File: src/rtl/rv_front_consts.svh
`ifndef RV_FRONT_CONSTS_SVH
`define RV_FRONT_CONSTS_SVH

// Datapath width of instruction words and PC
`define XLEN        32

// Register index and CSR address widths
`define REG_ADDR_W  5
`define CSR_W       12

// Entries in the fetch to decode queue, power of two
`define QUEUE_DEPTH 4

// First fetch address after reset
`define RESET_PC    32'h0000_0000

// Byte step between sequential fetches
`define PC_STEP     4

`endif

File: src/rtl/rv_front_pkg.sv
`include "rv_front_consts.svh"

package rv_front_pkg;

    typedef enum logic [6:0] {
        R_TYPE       = 7'b011_0011,
        I_TYPE_A     = 7'b001_0011,   // Immediate arithmetic
        I_TYPE_L     = 7'b000_0011,   // Loads
        I_TYPE_JALR  = 7'b110_0111,
        I_TYPE_ECALL = 7'b111_0011,   // ECALL, EBREAK and CSR ops
        S_TYPE       = 7'b010_0011,
        B_TYPE       = 7'b110_0011,
        U_TYPE_AUIPC = 7'b001_0111,
        U_TYPE_LUI   = 7'b011_0111,
        J_TYPE_LK    = 7'b110_1111,
        F_TYPE_FENCE = 7'b000_1111
    } opcode_e;

    typedef enum logic [3:0] {
        FMT_R,
        FMT_I,
        FMT_I_SYS,
        FMT_S,
        FMT_B,
        FMT_U,
        FMT_J,
        FMT_F,
        FMT_UNRECOGNIZED
    } inst_fmt_e;

    typedef enum logic [5:0] {
        OP_ADD, OP_SUB, OP_SLL, OP_SLT, OP_SLTU,
        OP_XOR, OP_SRL, OP_SRA, OP_OR, OP_AND,
        OP_ADDI, OP_SLTI, OP_SLTIU, OP_XORI, OP_ORI,
        OP_ANDI, OP_SLLI, OP_SRLI, OP_SRAI,
        OP_LB, OP_LH, OP_LW, OP_LBU, OP_LHU,
        OP_JALR,
        OP_ECALL, OP_EBREAK,
        OP_CSRRW, OP_CSRRS, OP_CSRRC,
        OP_CSRRWI, OP_CSRRSI, OP_CSRRCI,
        OP_SB, OP_SH, OP_SW,
        OP_BEQ, OP_BNE, OP_BLT, OP_BGE, OP_BLTU, OP_BGEU,
        OP_AUIPC, OP_LUI, OP_JAL,
        OP_FENCE, OP_FENCEI,
        OP_UNKNOWN
    } inst_op_e;

    typedef struct packed {
        logic [`XLEN-1:0] pc;
        logic [`XLEN-1:0] inst;
    } fetch_entry_t;

    typedef struct packed {
        logic [`XLEN-1:0]       pc;
        opcode_e                opcode;
        inst_fmt_e              fmt;
        inst_op_e               op;
        logic [`REG_ADDR_W-1:0] rd;
        logic [`REG_ADDR_W-1:0] rs1;
        logic [`REG_ADDR_W-1:0] rs2;
        logic [2:0]             fun3;
        logic [6:0]             fun7;
        logic [`CSR_W-1:0]      csr;   // Zero outside system ops
        logic [`XLEN-1:0]       imm;
    } decoded_inst_t;

endpackage

File: src/rtl/inst_fetch.sv
`include "rv_front_consts.svh"

module inst_fetch
    import rv_front_pkg::*;
(
    input  logic             i_clk,
    input  logic             arst_n_i,
    input  logic             fetch_en_i,
    output logic [`XLEN-1:0] imem_addr_o,
    output logic             imem_rd_o,
    input  logic [`XLEN-1:0] imem_rdata_i,
    input  logic             q_full_i,
    input  logic             q_almost_full_i,
    output logic             q_push_o,
    output fetch_entry_t     q_entry_o
);

    logic [`XLEN-1:0] pc_q;
    logic [`XLEN-1:0] inflight_pc_q;   // Address of the outstanding read
    logic             inflight_q;
    logic             live_q;          // Set one cycle after reset release

    // A read in flight will still push, so stop one entry early
    assign imem_rd_o = live_q & fetch_en_i & ~q_full_i
                     & ~(q_almost_full_i & inflight_q);
    assign imem_addr_o = pc_q;

    assign q_push_o       = inflight_q;   // Data returns this cycle
    assign q_entry_o.pc   = inflight_pc_q;
    assign q_entry_o.inst = imem_rdata_i;

    always_ff @(posedge i_clk or negedge arst_n_i) begin
        if (!arst_n_i) begin
            pc_q       <= `RESET_PC;
            inflight_q <= 1'b0;
            live_q     <= 1'b0;
        end else begin
            live_q     <= 1'b1;
            inflight_q <= imem_rd_o;
            if (imem_rd_o) begin
                pc_q <= pc_q + `XLEN'(`PC_STEP);
            end
        end
    end

    always_ff @(posedge i_clk) begin
        if (imem_rd_o) begin
            inflight_pc_q <= pc_q;
        end
    end

endmodule

File: src/rtl/inst_queue.sv
`include "rv_front_consts.svh"

module inst_queue #(
    parameter type entry_t = logic [`XLEN-1:0],
    parameter int  DEPTH   = `QUEUE_DEPTH        // Power of two, at least 2
) (
    input  logic   i_clk,
    input  logic   arst_n_i,
    input  logic   push_i,
    input  entry_t entry_i,
    input  logic   pop_i,
    output entry_t head_o,
    output logic   empty_o,
    output logic   full_o,
    output logic   almost_full_o
);

    localparam int PTR_W = $clog2(DEPTH);
    localparam int CNT_W = PTR_W + 1;

    entry_t           mem [DEPTH];
    logic [PTR_W-1:0] wr_ptr_q;
    logic [PTR_W-1:0] rd_ptr_q;
    logic [CNT_W-1:0] count_q;
    logic             do_push;
    logic             do_pop;

    assign do_push = push_i & ~full_o;
    assign do_pop  = pop_i & ~empty_o;

    assign head_o        = mem[rd_ptr_q];
    assign empty_o       = (count_q == '0);
    assign full_o        = (count_q == CNT_W'(DEPTH));
    assign almost_full_o = (count_q >= CNT_W'(DEPTH - 1));

    always_ff @(posedge i_clk or negedge arst_n_i) begin
        if (!arst_n_i) begin
            wr_ptr_q <= '0;
            rd_ptr_q <= '0;
            count_q  <= '0;
        end else begin
            if (do_push) begin
                wr_ptr_q <= wr_ptr_q + 1'b1;   // Wraps at DEPTH
            end
            if (do_pop) begin
                rd_ptr_q <= rd_ptr_q + 1'b1;
            end
            case ({do_push, do_pop})
                2'b10:   count_q <= count_q + 1'b1;
                2'b01:   count_q <= count_q - 1'b1;
                default: count_q <= count_q;   // Both or neither
            endcase
        end
    end

    always_ff @(posedge i_clk) begin
        if (do_push) begin
            mem[wr_ptr_q] <= entry_i;
        end
    end

endmodule

File: src/rtl/inst_decode.sv
`include "rv_front_consts.svh"

module inst_decode
    import rv_front_pkg::*;
(
    input  logic          i_clk,
    input  logic          arst_n_i,
    input  logic          decode_en_i,
    input  logic          q_empty_i,
    input  fetch_entry_t  q_head_i,
    output logic          q_pop_o,
    output logic          dec_valid_o,
    output decoded_inst_t dec_o
);

    logic [`XLEN-1:0] inst;
    opcode_e          opcode;
    logic [2:0]       fun3;
    logic [6:0]       fun7;
    decoded_inst_t    dec_d;

    assign inst    = q_head_i.inst;
    assign opcode  = opcode_e'(inst[6:0]);
    assign fun3    = inst[14:12];
    assign fun7    = inst[31:25];
    assign q_pop_o = decode_en_i & ~q_empty_i;

    // Format and field extraction
    always_comb begin
        dec_d        = '0;
        dec_d.pc     = q_head_i.pc;
        dec_d.opcode = opcode;
        dec_d.fmt    = FMT_UNRECOGNIZED;
        case (opcode)
            R_TYPE: begin
                dec_d.fmt  = FMT_R;
                dec_d.rd   = inst[11:7];
                dec_d.fun3 = fun3;
                dec_d.rs1  = inst[19:15];
                dec_d.rs2  = inst[24:20];
                dec_d.fun7 = fun7;
            end
            I_TYPE_A, I_TYPE_L, I_TYPE_JALR: begin
                dec_d.fmt  = FMT_I;
                dec_d.rd   = inst[11:7];
                dec_d.fun3 = fun3;
                dec_d.rs1  = inst[19:15];
                dec_d.fun7 = fun7;   // Shift type lives here
                dec_d.imm  = {{20{inst[31]}}, inst[31:20]};
            end
            I_TYPE_ECALL: begin
                dec_d.fmt  = FMT_I_SYS;
                dec_d.rd   = inst[11:7];
                dec_d.fun3 = fun3;
                dec_d.rs1  = inst[19:15];
                dec_d.csr  = inst[31:20];
                dec_d.imm  = {{20{inst[31]}}, inst[31:20]};
            end
            S_TYPE: begin
                dec_d.fmt  = FMT_S;
                dec_d.fun3 = fun3;
                dec_d.rs1  = inst[19:15];
                dec_d.rs2  = inst[24:20];
                dec_d.imm  = {{20{inst[31]}}, inst[31:25], inst[11:7]};
            end
            B_TYPE: begin
                dec_d.fmt  = FMT_B;
                dec_d.fun3 = fun3;
                dec_d.rs1  = inst[19:15];
                dec_d.rs2  = inst[24:20];
                dec_d.imm  = {{20{inst[31]}}, inst[7], inst[30:25], inst[11:8], 1'b0};
            end
            U_TYPE_AUIPC, U_TYPE_LUI: begin
                dec_d.fmt = FMT_U;
                dec_d.rd  = inst[11:7];
                dec_d.imm = {inst[31:12], 12'b0};
            end
            J_TYPE_LK: begin
                dec_d.fmt = FMT_J;
                dec_d.rd  = inst[11:7];
                dec_d.imm = {{12{inst[31]}}, inst[19:12], inst[20], inst[30:21], 1'b0};
            end
            F_TYPE_FENCE: begin
                dec_d.fmt  = FMT_F;
                dec_d.rd   = inst[11:7];
                dec_d.fun3 = fun3;
                dec_d.rs1  = inst[19:15];
                dec_d.rs2  = inst[24:20];
                dec_d.fun7 = fun7;
            end
            default: ;   // Unknown opcode, all fields zero
        endcase

        // Operation selection
        dec_d.op = OP_UNKNOWN;
        case (opcode)
            R_TYPE: begin
                case ({fun7, fun3})
                    {7'b000_0000, 3'b000}: dec_d.op = OP_ADD;
                    {7'b010_0000, 3'b000}: dec_d.op = OP_SUB;
                    {7'b000_0000, 3'b001}: dec_d.op = OP_SLL;
                    {7'b000_0000, 3'b010}: dec_d.op = OP_SLT;
                    {7'b000_0000, 3'b011}: dec_d.op = OP_SLTU;
                    {7'b000_0000, 3'b100}: dec_d.op = OP_XOR;
                    {7'b000_0000, 3'b101}: dec_d.op = OP_SRL;
                    {7'b010_0000, 3'b101}: dec_d.op = OP_SRA;
                    {7'b000_0000, 3'b110}: dec_d.op = OP_OR;
                    {7'b000_0000, 3'b111}: dec_d.op = OP_AND;
                    default:               dec_d.op = OP_UNKNOWN;
                endcase
            end
            I_TYPE_A: begin
                case (fun3)
                    3'b000: dec_d.op = OP_ADDI;
                    3'b010: dec_d.op = OP_SLTI;
                    3'b011: dec_d.op = OP_SLTIU;
                    3'b100: dec_d.op = OP_XORI;
                    3'b110: dec_d.op = OP_ORI;
                    3'b111: dec_d.op = OP_ANDI;
                    3'b001: dec_d.op = (fun7 == 7'b000_0000) ? OP_SLLI : OP_UNKNOWN;
                    default: begin
                        if (fun7 == 7'b000_0000) begin
                            dec_d.op = OP_SRLI;
                        end else if (fun7 == 7'b010_0000) begin
                            dec_d.op = OP_SRAI;
                        end
                    end
                endcase
            end
            I_TYPE_L: begin
                case (fun3)
                    3'b000:  dec_d.op = OP_LB;
                    3'b001:  dec_d.op = OP_LH;
                    3'b010:  dec_d.op = OP_LW;
                    3'b100:  dec_d.op = OP_LBU;
                    3'b101:  dec_d.op = OP_LHU;
                    default: dec_d.op = OP_UNKNOWN;
                endcase
            end
            I_TYPE_JALR: dec_d.op = (fun3 == 3'b000) ? OP_JALR : OP_UNKNOWN;
            I_TYPE_ECALL: begin
                case (fun3)
                    3'b000:  dec_d.op = inst[20] ? OP_EBREAK : OP_ECALL;
                    3'b001:  dec_d.op = OP_CSRRW;
                    3'b010:  dec_d.op = OP_CSRRS;
                    3'b011:  dec_d.op = OP_CSRRC;
                    3'b101:  dec_d.op = OP_CSRRWI;
                    3'b110:  dec_d.op = OP_CSRRSI;
                    3'b111:  dec_d.op = OP_CSRRCI;
                    default: dec_d.op = OP_UNKNOWN;
                endcase
            end
            S_TYPE: begin
                case (fun3)
                    3'b000:  dec_d.op = OP_SB;
                    3'b001:  dec_d.op = OP_SH;
                    3'b010:  dec_d.op = OP_SW;
                    default: dec_d.op = OP_UNKNOWN;
                endcase
            end
            B_TYPE: begin
                case (fun3)
                    3'b000:  dec_d.op = OP_BEQ;
                    3'b001:  dec_d.op = OP_BNE;
                    3'b100:  dec_d.op = OP_BLT;
                    3'b101:  dec_d.op = OP_BGE;
                    3'b110:  dec_d.op = OP_BLTU;
                    3'b111:  dec_d.op = OP_BGEU;
                    default: dec_d.op = OP_UNKNOWN;
                endcase
            end
            U_TYPE_AUIPC: dec_d.op = OP_AUIPC;
            U_TYPE_LUI:   dec_d.op = OP_LUI;
            J_TYPE_LK:    dec_d.op = OP_JAL;
            F_TYPE_FENCE: begin
                case (fun3)
                    3'b000:  dec_d.op = OP_FENCE;
                    3'b001:  dec_d.op = OP_FENCEI;
                    default: dec_d.op = OP_UNKNOWN;
                endcase
            end
            default: dec_d.op = OP_UNKNOWN;
        endcase
    end

    always_ff @(posedge i_clk or negedge arst_n_i) begin
        if (!arst_n_i) begin
            dec_valid_o <= 1'b0;
        end else begin
            dec_valid_o <= q_pop_o;   // One pulse per popped entry
        end
    end

    always_ff @(posedge i_clk) begin
        if (q_pop_o) begin
            dec_o <= dec_d;
        end
    end

endmodule

File: src/rtl/rv_front_top.sv
`include "rv_front_consts.svh"

module rv_front_top
    import rv_front_pkg::*;
(
    input  logic             i_clk,
    input  logic             arst_n_i,
    input  logic             fetch_en_i,
    input  logic             decode_en_i,
    output logic [`XLEN-1:0] imem_addr_o,
    output logic             imem_rd_o,
    input  logic [`XLEN-1:0] imem_rdata_i,
    output logic             dec_valid_o,
    output decoded_inst_t    dec_o
);

    fetch_entry_t push_entry;
    fetch_entry_t head_entry;
    logic         q_push;
    logic         q_pop;
    logic         q_empty;
    logic         q_full;
    logic         q_almost_full;

    inst_fetch u_fetch (
        .i_clk           (i_clk),
        .arst_n_i        (arst_n_i),
        .fetch_en_i      (fetch_en_i),
        .imem_addr_o     (imem_addr_o),
        .imem_rd_o       (imem_rd_o),
        .imem_rdata_i    (imem_rdata_i),
        .q_full_i        (q_full),
        .q_almost_full_i (q_almost_full),
        .q_push_o        (q_push),
        .q_entry_o       (push_entry)
    );

    inst_queue #(
        .entry_t (fetch_entry_t),
        .DEPTH   (`QUEUE_DEPTH)
    ) u_queue (
        .i_clk         (i_clk),
        .arst_n_i      (arst_n_i),
        .push_i        (q_push),
        .entry_i       (push_entry),
        .pop_i         (q_pop),
        .head_o        (head_entry),
        .empty_o       (q_empty),
        .full_o        (q_full),
        .almost_full_o (q_almost_full)
    );

    inst_decode u_decode (
        .i_clk       (i_clk),
        .arst_n_i    (arst_n_i),
        .decode_en_i (decode_en_i),
        .q_empty_i   (q_empty),
        .q_head_i    (head_entry),
        .q_pop_o     (q_pop),
        .dec_valid_o (dec_valid_o),
        .dec_o       (dec_o)
    );

endmodule

File: config.mk
export PLATFORM = sky130hd
export DESIGN_NAME = rv_front_top
export DESIGN_NICKNAME = d
export VERILOG_FILES = /design/src/rtl/rv_front_pkg.sv /design/src/rtl/inst_fetch.sv /design/src/rtl/inst_queue.sv /design/src/rtl/inst_decode.sv /design/src/rtl/rv_front_top.sv
export VERILOG_INCLUDE_DIRS = /design/src /design/src/rtl
export SDC_FILE = /design/constraint.sdc
export NUM_CORES = 1
export LEC_CHECK = 0
export BUFFER_PORTS_ARGS = -buffer_cell sky130_fd_sc_hd__buf_4
export CORE_ASPECT_RATIO = 2
export CORE_MARGIN = 4
export CORE_UTILIZATION = 36
export CTS_BUF_LIST = sky130_fd_sc_hd__clkbuf_8
export CTS_CLUSTER_SIZE = 16
export DETAILED_ROUTE_END_ITERATION = 16
export MAX_ROUTING_LAYER = met4
export PLACE_DENSITY_LB_ADDON = 0.12
export SYNTH_ARGS = -nofsm -noshare
export SYNTH_HDL_FRONTEND = slang
export SYNTH_SLANG_ARGS = --single-unit
File: constraint.sdc
create_clock -name i_clk -period 5.2 [get_ports i_clk]
set_clock_uncertainty 0.1 [all_clocks]
set_input_delay 0.52 -clock i_clk [delete_from_list [all_inputs] [get_ports i_clk]]
set_output_delay 0.52 -clock i_clk [all_outputs]
set_load 0.01 [all_outputs]
# --- Yosys cells after proc, flatten, opt, wreduce, memory -nomap -nowiden ---
# Memories as Yosys holds them, arrays and structs flattened.
# Index checks and enable logic that the tools add are counted.
totals:
  n_memories: 1
  reg_bits: 192
  input_bits: 36
  wordCells: 97
  ramBits: 256
mem_list:
  columns: ["name", "depth", "width", "rd", "rd_clocked_by_memory_dff", "write_ports", "line", "rtl"]
  rows:
  - ["u_queue.mem", 4, 64, 1, 0, 1, "inst_queue.sv:21", "entry_t mem [DEPTH];"]
classes:
  n_eq_ne: 31
  mux: 18
  n_addsub: 5
  n_reduce_logical: 12
  bitwise_logic: 10
  order_cmp: 1
ops:
  columns: ["operator", "count"]
  rows:
  - ["32-bit one-hot mux with 5 select lines", 1]
  - ["6-bit one-hot mux with 7 select lines", 2]
  - ["6-bit one-hot mux with 11 select lines", 1]
  - ["6-bit one-hot mux with 10 select lines", 1]
  - ["10-bit by 3-bit equality test with 1-bit output, second input constant", 4]
  - ["32-bit by 3-bit adder with 32-bit output, second input constant", 1]
  - ["4-bit one-hot mux with 8 select lines", 1]
  - ["6-bit one-hot mux with 5 select lines", 1]
  - ["7-bit by 6-bit equality test with 1-bit output, second input constant", 4]
  - ["7-bit equality test, second input constant", 4]
  - ["6-bit 2-to-1 mux", 4]
  - ["4-bit one-hot mux with 6 select lines", 1]
  - ["10-bit by 2-bit equality test with 1-bit output, second input constant", 2]
  - ["10-bit by 9-bit equality test with 1-bit output, second input constant", 2]
  - ["3-bit equality test, second input constant", 5]
  - ["7-bit by 5-bit equality test with 1-bit output, second input constant", 2]
  - ["4-bit one-hot mux with 3 select lines", 1]
  - ["10-bit by 1-bit equality test with 1-bit output, second input constant", 1]
  - ["10-bit logical NOT", 1]
  - ["9-bit OR reduction", 1]
  - ["4-bit OR reduction", 2]
  - ["8-bit OR reduction", 1]
  - ["1-bit bitwise AND", 7]
  - ["7-bit by 2-bit equality test with 1-bit output, second input constant", 1]
  - ["20 further kinds", 26]

# --- Logic depth before layout (Yosys ltp) ---
# Gate-level depths: netlist of the first run.
depth:
  depth_word: 6
  ltp_mapped: 11
  mapped_depth_nobuf: 9

# --- Cells and area by module ---
# From an unflattened synthesis of the first run, not the netlist that was laid out.
hier_totals:
  cells_unflattened: 971
  area_unflattened_um2: 17621.9
modules_own_cells:
  columns: ["module", "seq_area_each_um2", "area_each_um2", "instances", "cells_per_inst"]
  rows:
  - ["inst_queue", 7862.5, 9663.0, 1, 372]
  - ["inst_decode", 3568.4, 5283.8, 1, 401]
  - ["inst_fetch", 1701.6, 2675.1, 1, 198]

# --- Worst setup path before layout of the first run ---
# OpenSTA, ideal clock, no wires.
synth_timing:
  path_kind: "input to register"
  startpoint: "input port decode_en_i"
  endpoint: "register u_queue.count_q[2]"
  arrival_time_ns: 4.794
  required_ns: 5.021
  setup_ns: 0.079
  cell_stages: 7
  slack_ns: 0.227
  n_path_buf: 0
  cell_sequence: "o31a_1 > ha_1 > inv_1 > fa_1 > xor2_1 > nor2_1 > xor2_1"
synth_between:
  elab_chain_len: 4
  word_cells_on_any_way: 6
synth_lines:
  columns: ["element", "line", "rtl"]
  rows:
  - ["start: declaration", "rv_front_top.sv:9", "input logic decode_en_i,"]
  - ["1-bit bitwise AND (*)", "inst_decode.sv:26", "assign q_pop_o = decode_en_i & ~q_empty_i;"]
  - ["1-bit bitwise AND (*)", "inst_queue.sv:29", "assign do_pop = pop_i & ~empty_o;"]
  - ["2-bit by 1-bit equality test with 1-bit output / 2-bit equality test (equally long branches)", "inst_queue.sv:48", "case ({do_push, do_pop})"]
  - ["3-bit one-hot mux with 2 select lines / 2-bit nonzero test (equally long branches)", null, null]
  - ["end signal: assignment", "inst_queue.sv:49", "2'b10: count_q <= count_q + 1'b1;"]
  - ["end signal: assignment", "inst_queue.sv:50", "2'b01: count_q <= count_q - 1'b1;"]
  - ["end signal: assignment", "inst_queue.sv:51", "default: count_q <= count_q;"]
  - ["end: declaration", "inst_queue.sv:24", "logic [CNT_W-1:0] count_q;"]
# Mark *: on every way between the ends. The rest lies on a longest branch, timed or not.
# A chain may end at the register's enable or synchronous reset.

==> run summary, run 1 <==
Status: finished clean
Residual DRC: 0
Filler cells: 4257
Largest delay share family, worst path: simple AND/OR/NAND/NOR gates
CP required: 5.44 ns
Post-Syn Instances: 920
Root Driver: clkbuf_8
Final Max Tran Viols: 0
Synth Area in Compound Gates: 0.03987
Crit path from: u_queue.rd_ptr_q[0]$_DFFE_PN0P_
P_leak: 7.428 nW
Worst R2R Path Depth: 5
Synthesis Warnings: 0
Pwr Density: 512.0 nW/µm²
Reg-to-reg setup timing slack: 1.23 ns
Full die area: 50730 µm²
Grt met2 use: 0.3049
Post-route ant nets: 0
Tcrit/Tclk final: 0.7639
Vias in the first global route: 9787
Clock sink count: 434
Setup_tns: 0 ns
Final min period: 3.972 ns
Design Power: 10.51 mW
Pin count of the biggest net entering global routing: 87
Layout Nets: 1213
Post-CTS Setup Bufs: 0
Worst-margin pin slew: 1.113 ns
MaxCap Viol Count: 0
Seq/Total Area, Yosys: 0.7587
Flops & latches, synth: 434
Dpl cells: 1703
Synth cell count leaders: edfxtp_1 (394), mux4_2 (57), nand2_1 (57)
H-tree Lvls: 2
Area Growth Syn to Fin: 21.33%
First-pass GRT wire length: 60890 µm
TritonCTS clock tree: done
Clock slew at reported path FFs: 0.07 ns
CP max stage cell: mux4_1
Main combinational cell family by area after synthesis: multiplexers
Crit path launch type: register
Critical path buffer and inverter count: 0
DIE HEIGHT: 314.5 µm
Yosys cell types: 77
Finished Layout Cells: 1848
Footprint of the multi-input gates: 3839 µm²
Drt pass-1 iters: 4
Met3 Use GR: 0.02673
Count leader, synth: edfxtp_1
Post-Synth XOR/XNOR Area: 0.01916
Simple logic cell fraction of the synthesized area: 0.06776
Post-Syn Area: 16910 µm²
DP HPWL: 26340 µm
Top cells by area, synth: edfxtp_1 (70%), mux4_2 (7.6%), dfrtp_1 (5.9%), nand2_1 (1.3%), xnor2_1 (1.1%)
Origin of the critical flop-to-flop path: u_queue.rd_ptr_q[0]$_DFFE_PN0P_
Main flop type after synthesis: edfxtp_1
DRT Wirelength: 40250 µm
Final hold violations: 0
Max clock buf depth: 3
Top cell type's share of synthesized area: 0.6995
Yosys top cell by area: edfxtp_1
Crit. End Element: register
Min-delay worst type: input pin to register
I/O Pins: 188
Slew headroom: 0.2504
Count of final setup violators: 0
Crit path arrival time: 4.21 ns
Starting DRC count in detailed routing: 357
Initial antenna violation count: 4
Post-Synth Adder-Cell Area: 0.006214
GPL Wtd Cong: 0.8674
Core Box Area: 46520 µm²
Crit Path Max Fanout: 39
Hold path startpoint: fetch_en_i
Delay of the slowest cell on the worst path: 1.03 ns
Register area: 12840 µm²
GR Util met1: 0.1672
Cell Chain, Critical Path: mux4_1, or4b_4, a31oi_2, nor2_1, or4_1
Reg2reg end: u_decode.dec_o[71]$_DFFE_PP_
Worst min-delay path endpoint: u_fetch.imem_addr_o[4]$_DFFE_PN0P_
Routed wire per std cell: 21.78 µm
WHS Path Cells: 5
I/O Buffers: 183
Mean Syn Cell Area: 18.38 µm²
Clk_lat worst skew: 0.61 ns
Via density: 4.884
Hold Buf Count CTS: 33
Post-synth EDFFs: 394
Post-CTS sizing: 0
Die Wd: 161.3 µm
GRT Max-Usage Layer: met2
Via count: 9026
Crit path kind: register to register
Share of cells above drive strength 1: 0.2931
Starting density of the core: 0.3635
Post-synthesis mux area share: 0.08995
Total global routing overflow: 0
Ys async rst share: 0.09217
GRT Util Overall: 0.1636
Inserted Clock Buffers: 59
IR drop worst, VDD: 261.3 µV
Fmax: 251.8 MHz
Floorplan row count: 112
RSZ-0062 raised after global routing: false
[power breakdown]
part | internal, mW | leakage (nW) | switching [mW] | total [mW]
registers | 4.57 | 4.18 | 0.372 | 4.94
clock network | 1.35 | 0.667 | 1.24 | 2.59
logic | 1.25 | 2.58 | 1.73 | 2.97
[layout make-up]
type | count | share of cell area
antenna | 3 | 0.0003658
clock buffer | 62 | 0.04158
clock inverter | 47 | 0.01579
inverter | 13 | 0.002378
multi-input combinational | 430 | 0.1871
sequential | 434 | 0.6257
tap | 627 | 0.03823
timing repair buffer | 232 | 0.08890
[logic make-up (layout without fill, tap and decap cells)]
family / count (synthesis) / after routing
mux: 72 / 72
simple gates: 214 / 214
other cells: 2 / 8
fa+ha+maj: 8 / 8
buf+inv: 59 / 354
compound gates: 94 / 94
flops: 434 / 434
xor+xnor: 37 / 37
[cell usage in the layout (no fill, tap or decap), drive strengths merged, types with 23 or more instances in the layout]
master | Yosys | final
buf | 29 | 199
clkbuf | 17 | 62
dfrtp | 40 | 40
dlygate4sd3 | 0 | 33
edfxtp | 394 | 394
inv | 13 | 32
mux4 | 62 | 62
nand2 | 58 | 58
nor2 | 39 | 39
nor2b | 26 | 26
o21ai | 23 | 23
[stage by stage]
step / hold slack [ns] / setup slack [ns] / util / area (µm²)
finish: 0.2911 / 1.228 / 0.4411 / 20520
floorplan: 0.1244 / 0.2269 / - / 16930
global route: 0.2620 / 1.003 / 0.4411 / 20520
CTS: 0.2276 / 1.201 / 0.4409 / 20510
detailed placement: 0.3826 / 1.204 / 0.4085 / 19010
global placement: 0.3685 / 1.206 / 0.4085 / 19010
[metal layers]
layer,up-vias,share of wire
met4,0,0.046
met5,-,0
met1,4515,0.35
met3,110,0.043
met2,277,0.56
li1,4124,-
[worst min-delay path: stages]
cell,delay [ns]
buf_4,0.11
nand2_1,0.11
a211oi_4,0.08
nand2_1,0.08
xnor2_1,0.06
[sequential cells by signal, indices dropped and copies added, names as in the netlist]
register,flops
u_queue.rd_ptr_q,2
u_fetch.live_q,1
u_queue.wr_ptr_q,2
u_fetch.inflight_pc_q,30
u_fetch.q_push_o,1
u_queue.mem,248
u_queue.count_q,3
u_decode.dec_o,116
u_fetch.imem_addr_o,30
u_decode.dec_valid_o,1
[how the worst max path moves through the flow]
| stage | end | slack [ns] | cells past startpoint |
|---|---|---|---|
| 4_1_cts | u_decode.dec_o[71]$_DFFE_PP_ | 1.20 | 5 |
| 6_report | u_decode.dec_o[71]$_DFFE_PP_ | 1.23 | 5 |
| 2_1_floorplan | u_queue.count_q[2]$_DFFE_PN0P_ | 0.23 | 7 |
| 5_1_grt | u_decode.dec_o[70]$_DFFE_PP_ | 1.00 | 6 |
| 3_3_place_gp | u_decode.dec_o[72]$_DFFE_PP_ | 1.21 | 6 |
| 3_5_place_dp | u_decode.dec_o[71]$_DFFE_PP_ | 1.20 | 5 |
(Power assumes the default switching activity.)
==> inputs of run 2 (changes only) <==
clock period = 3.6 ns   (was 5.2 ns; I/O delays follow)
==> run 2 against run 1 <==
Net effect: routed wire length about the same; cell count rose by 1.6%; worst hold slack worse by 0.12 ns; sequential cell count did not move; highest routed layer unchanged; clock power rose by 45%; combinational power up 54%; sequential power up 43%.
==> run summary, run 2 (same netlist as run 1, synthesis figures left out) <==
Crit path arrival time: 3.67 ns (-0.54 ns)
Largest Register: u_queue.mem
Setup_tns: 0 ns (unchanged)
IR drop worst, VDD: 385.6 µV (+48%)
Pwr Density: 738.2 nW/µm² (+44%)
Clk_lat worst skew: 0.62 ns (about the same)
Core Box Area: 46520 µm² (unchanged)
Switching Share: 0.3166 (-0.001508)
RSZ-0062 raised after global routing: false
Clock sink count: 434 (unchanged)
Filler cells: 4201 (-1.3%)
DIE HEIGHT: 314.5 µm (unchanged)
Residual DRC: 0 (unchanged)
Post-route ant nets: 0 (unchanged)
Initial antenna violation count: 3 (-1)
Share of cells above drive strength 1: 0.3101 (+0.01699)
Register area: 12840 µm² (unchanged)
Count of final setup violators: 0 (unchanged)
Clock power frac: 0.244 (-0.003)
Switching power: 4.868 mW (+46%)
Area Growth Syn to Fin: 23.16%
Inserted Clock Buffers: 60 (+1.7%)
Int Power: 10.51 mW (+47%)
Cell Chain, Critical Path: buf_4, mux4_2, nor4_4, buf_4, nand2_2, a2111oi_4, o221ai_1, or4_1
Tcrit/Tclk final: 0.9499 (+0.1861)
Max reg flops: 248 (unchanged)
Most used cell along the critical path: buf_4
Delay of the slowest cell on the worst path: 0.66 ns (-0.37 ns)
GR Util met1: 0.1632 (-0.003971)
Logic pwr share: 0.298 (+0.015)
Die Wd: 161.3 µm (unchanged)
Crit Path Max Fanout: 23 (-41%)
Commonest non-fill, non-tap cell in the layout: edfxtp_1
Placed standard-cell area: 19290 µm² (+1.5%)
GPL Wtd Cong: 0.9003 (+3.8%)
H-tree Lvls: 2 (unchanged)
Clock slew at reported path FFs: 0.07 ns (about the same)
Total global routing overflow: 0 (unchanged)
Min-delay worst type: input pin to async pin
Footprint of the multi-input gates: 3852 µm² (+0.36%)
Status: finished clean
GRT Util Overall: 0.1633 (-0.0003192)
Final Max Tran Viols: 0 (unchanged)
Final hold violations: 0 (unchanged)
Layout Nets: 1242 (+2.4%)
Pre-CTS WS: 0.1502 ns (-1.054 ns)
Post-CTS Setup Bufs: 0 (unchanged)
Max clock buf depth: 3 (unchanged)
DRT Wirelength: 40260 µm (about the same)
Via count: 9113 (+0.96%)
CP max stage cell: dfrtp_4
DP HPWL: 27150 µm (+3.1%)
Pin count of the biggest net entering global routing: 63 (-28%)
Crit. End Element: register
Starting density of the core: 0.3635 (unchanged)
MaxCap Viol Count: 0 (unchanged)
Fmax: 292.4 MHz (+16%)
I/O Pins: 188 (unchanged)
Via density: 4.853 (-0.65%)
Crit path launch type: register
Commonest cells after routing, fill and taps aside: edfxtp_1 (394), buf_4 (222), clkbuf_8 (68), mux4_2 (57), nand2_1 (57)
Biggest regs: u_queue.mem x248, u_decode.dec_o x116
Floorplan row count: 112 (unchanged)
TritonCTS clock tree: done
Cell area after layout: 20830 µm² (+1.5%)
Drt pass-1 iters: 5 (+1)
I/O Buffers: 183 (unchanged)
GRT Max-Usage Layer: met2
Finished Core Util: 0.4477 (+0.006669)
Root Driver: clkbuf_8
Met3 Use GR: 0.02673 (unchanged)
P_leak: 7.621 nW (+2.6%)
Worst-margin pin slew: 0.7684 ns (-0.3442 ns)
Vias in the first global route: 9982 (+2.0%)
Sequential share of power: 0.458 (-0.012)
Full die area: 50730 µm² (unchanged)
CP required: 3.85 ns (-1.59 ns)
Final min period: 3.420 ns (-0.5523 ns)
Starting DRC count in detailed routing: 371 (+3.9%)
Final Worst Setup Slack: 0.1802 ns (-1.048 ns)
Crit path kind: register to register
Routed wire per std cell: 21.44 µm (-1.6%)
First-pass GRT wire length: 61290 µm (+0.66%)
Grt met2 use: 0.3128 (+0.007882)
Slew headroom: 0.4823 (+0.2319)
run 2: area by class of cell:
class | count | area share
diodes | 3 | 0.0003604
inverters | 13 | 0.002342
clock buffers | 68 | 0.04493
repair buffers | 260 | 0.1007
multi-input cells | 430 | 0.1849
well taps | 627 | 0.03766
clock inverters | 43 | 0.01273
flip-flops and latches | 434 | 0.6164
run 2: per-stage QoR:
step / instances / hold WS (ns) / total power, mW
finish: 1878 / 0.1683 / 15.38
global placement: 1731 / 0.2919 / 11.81
detailed placement: 1731 / 0.2952 / 11.81
global route: 1878 / 0.1549 / 16.25
CTS: 1875 / 0.1291 / 15.68
floorplan: 923 / -0.03559 / 9.800
run 2: worst paths after layout:
path	startpoint	to	slack, ns	depth (start not counted)
min in group i_clk	fetch_en_i	u_fetch.q_push_o$_DFF_PN0_	0.18	4
hold / removal	arst_n_i	u_fetch.imem_addr_o[26]$_DFFE_PN0P_	0.17	2
hold reg to reg	u_fetch.inflight_pc_q[25]$_DFFE_PP_	u_queue.mem[3][57]$_DFFE_PP_	0.40	0
setup / recovery	u_queue.rd_ptr_q[0]$_DFFE_PN0P_	u_decode.dec_o[71]$_DFFE_PP_	0.18	8
max in group asynchronous	arst_n_i	u_queue.rd_ptr_q[1]$_DFFE_PN0P_	2.74	2
setup reg to reg	u_queue.rd_ptr_q[0]$_DFFE_PN0P_	u_decode.dec_o[71]$_DFFE_PP_	0.18	8
run 2: worst max-delay path, delay by kind of cell, from the launching register on:
kind | cells | cell delay (ns)
multiplexers | 1 | 0.55
buffers and inverters | 2 | 0.48
AND/OR/NAND/NOR | 3 | 0.83
AO/OA/AOI/OAI | 2 | 0.53
flip-flops | 1 | 0.66
run 2: timing repair:
action | 4_1_cts | 5_1_grt
hold buffers | 33 | 0
gates resized for setup | 0 | 1
setup endpoints to repair | 0 | 1
hold endpoints to repair | 168 | 0
run 2: layer usage:
layer / share of wire / vias to the layer above
met5: 0 / -
met4: 0.036 / 0
met3: 0.042 / 75
met2: 0.57 / 259
met1: 0.35 / 4586
li1: - / 4193
run 2: power groups by stage:
stage | logic (mW) | registers, mW | clock network [mW]
after global routing | 4.97 | 7.15 | 4.13
after CTS | 4.68 | 7.08 | 3.92
after global placement | 4.65 | 7.16 | 0
after detailed placement | 4.63 | 7.18 | 0
final | 4.58 | 7.05 | 3.75
after floorplan | 2.62 | 7.18 | 0
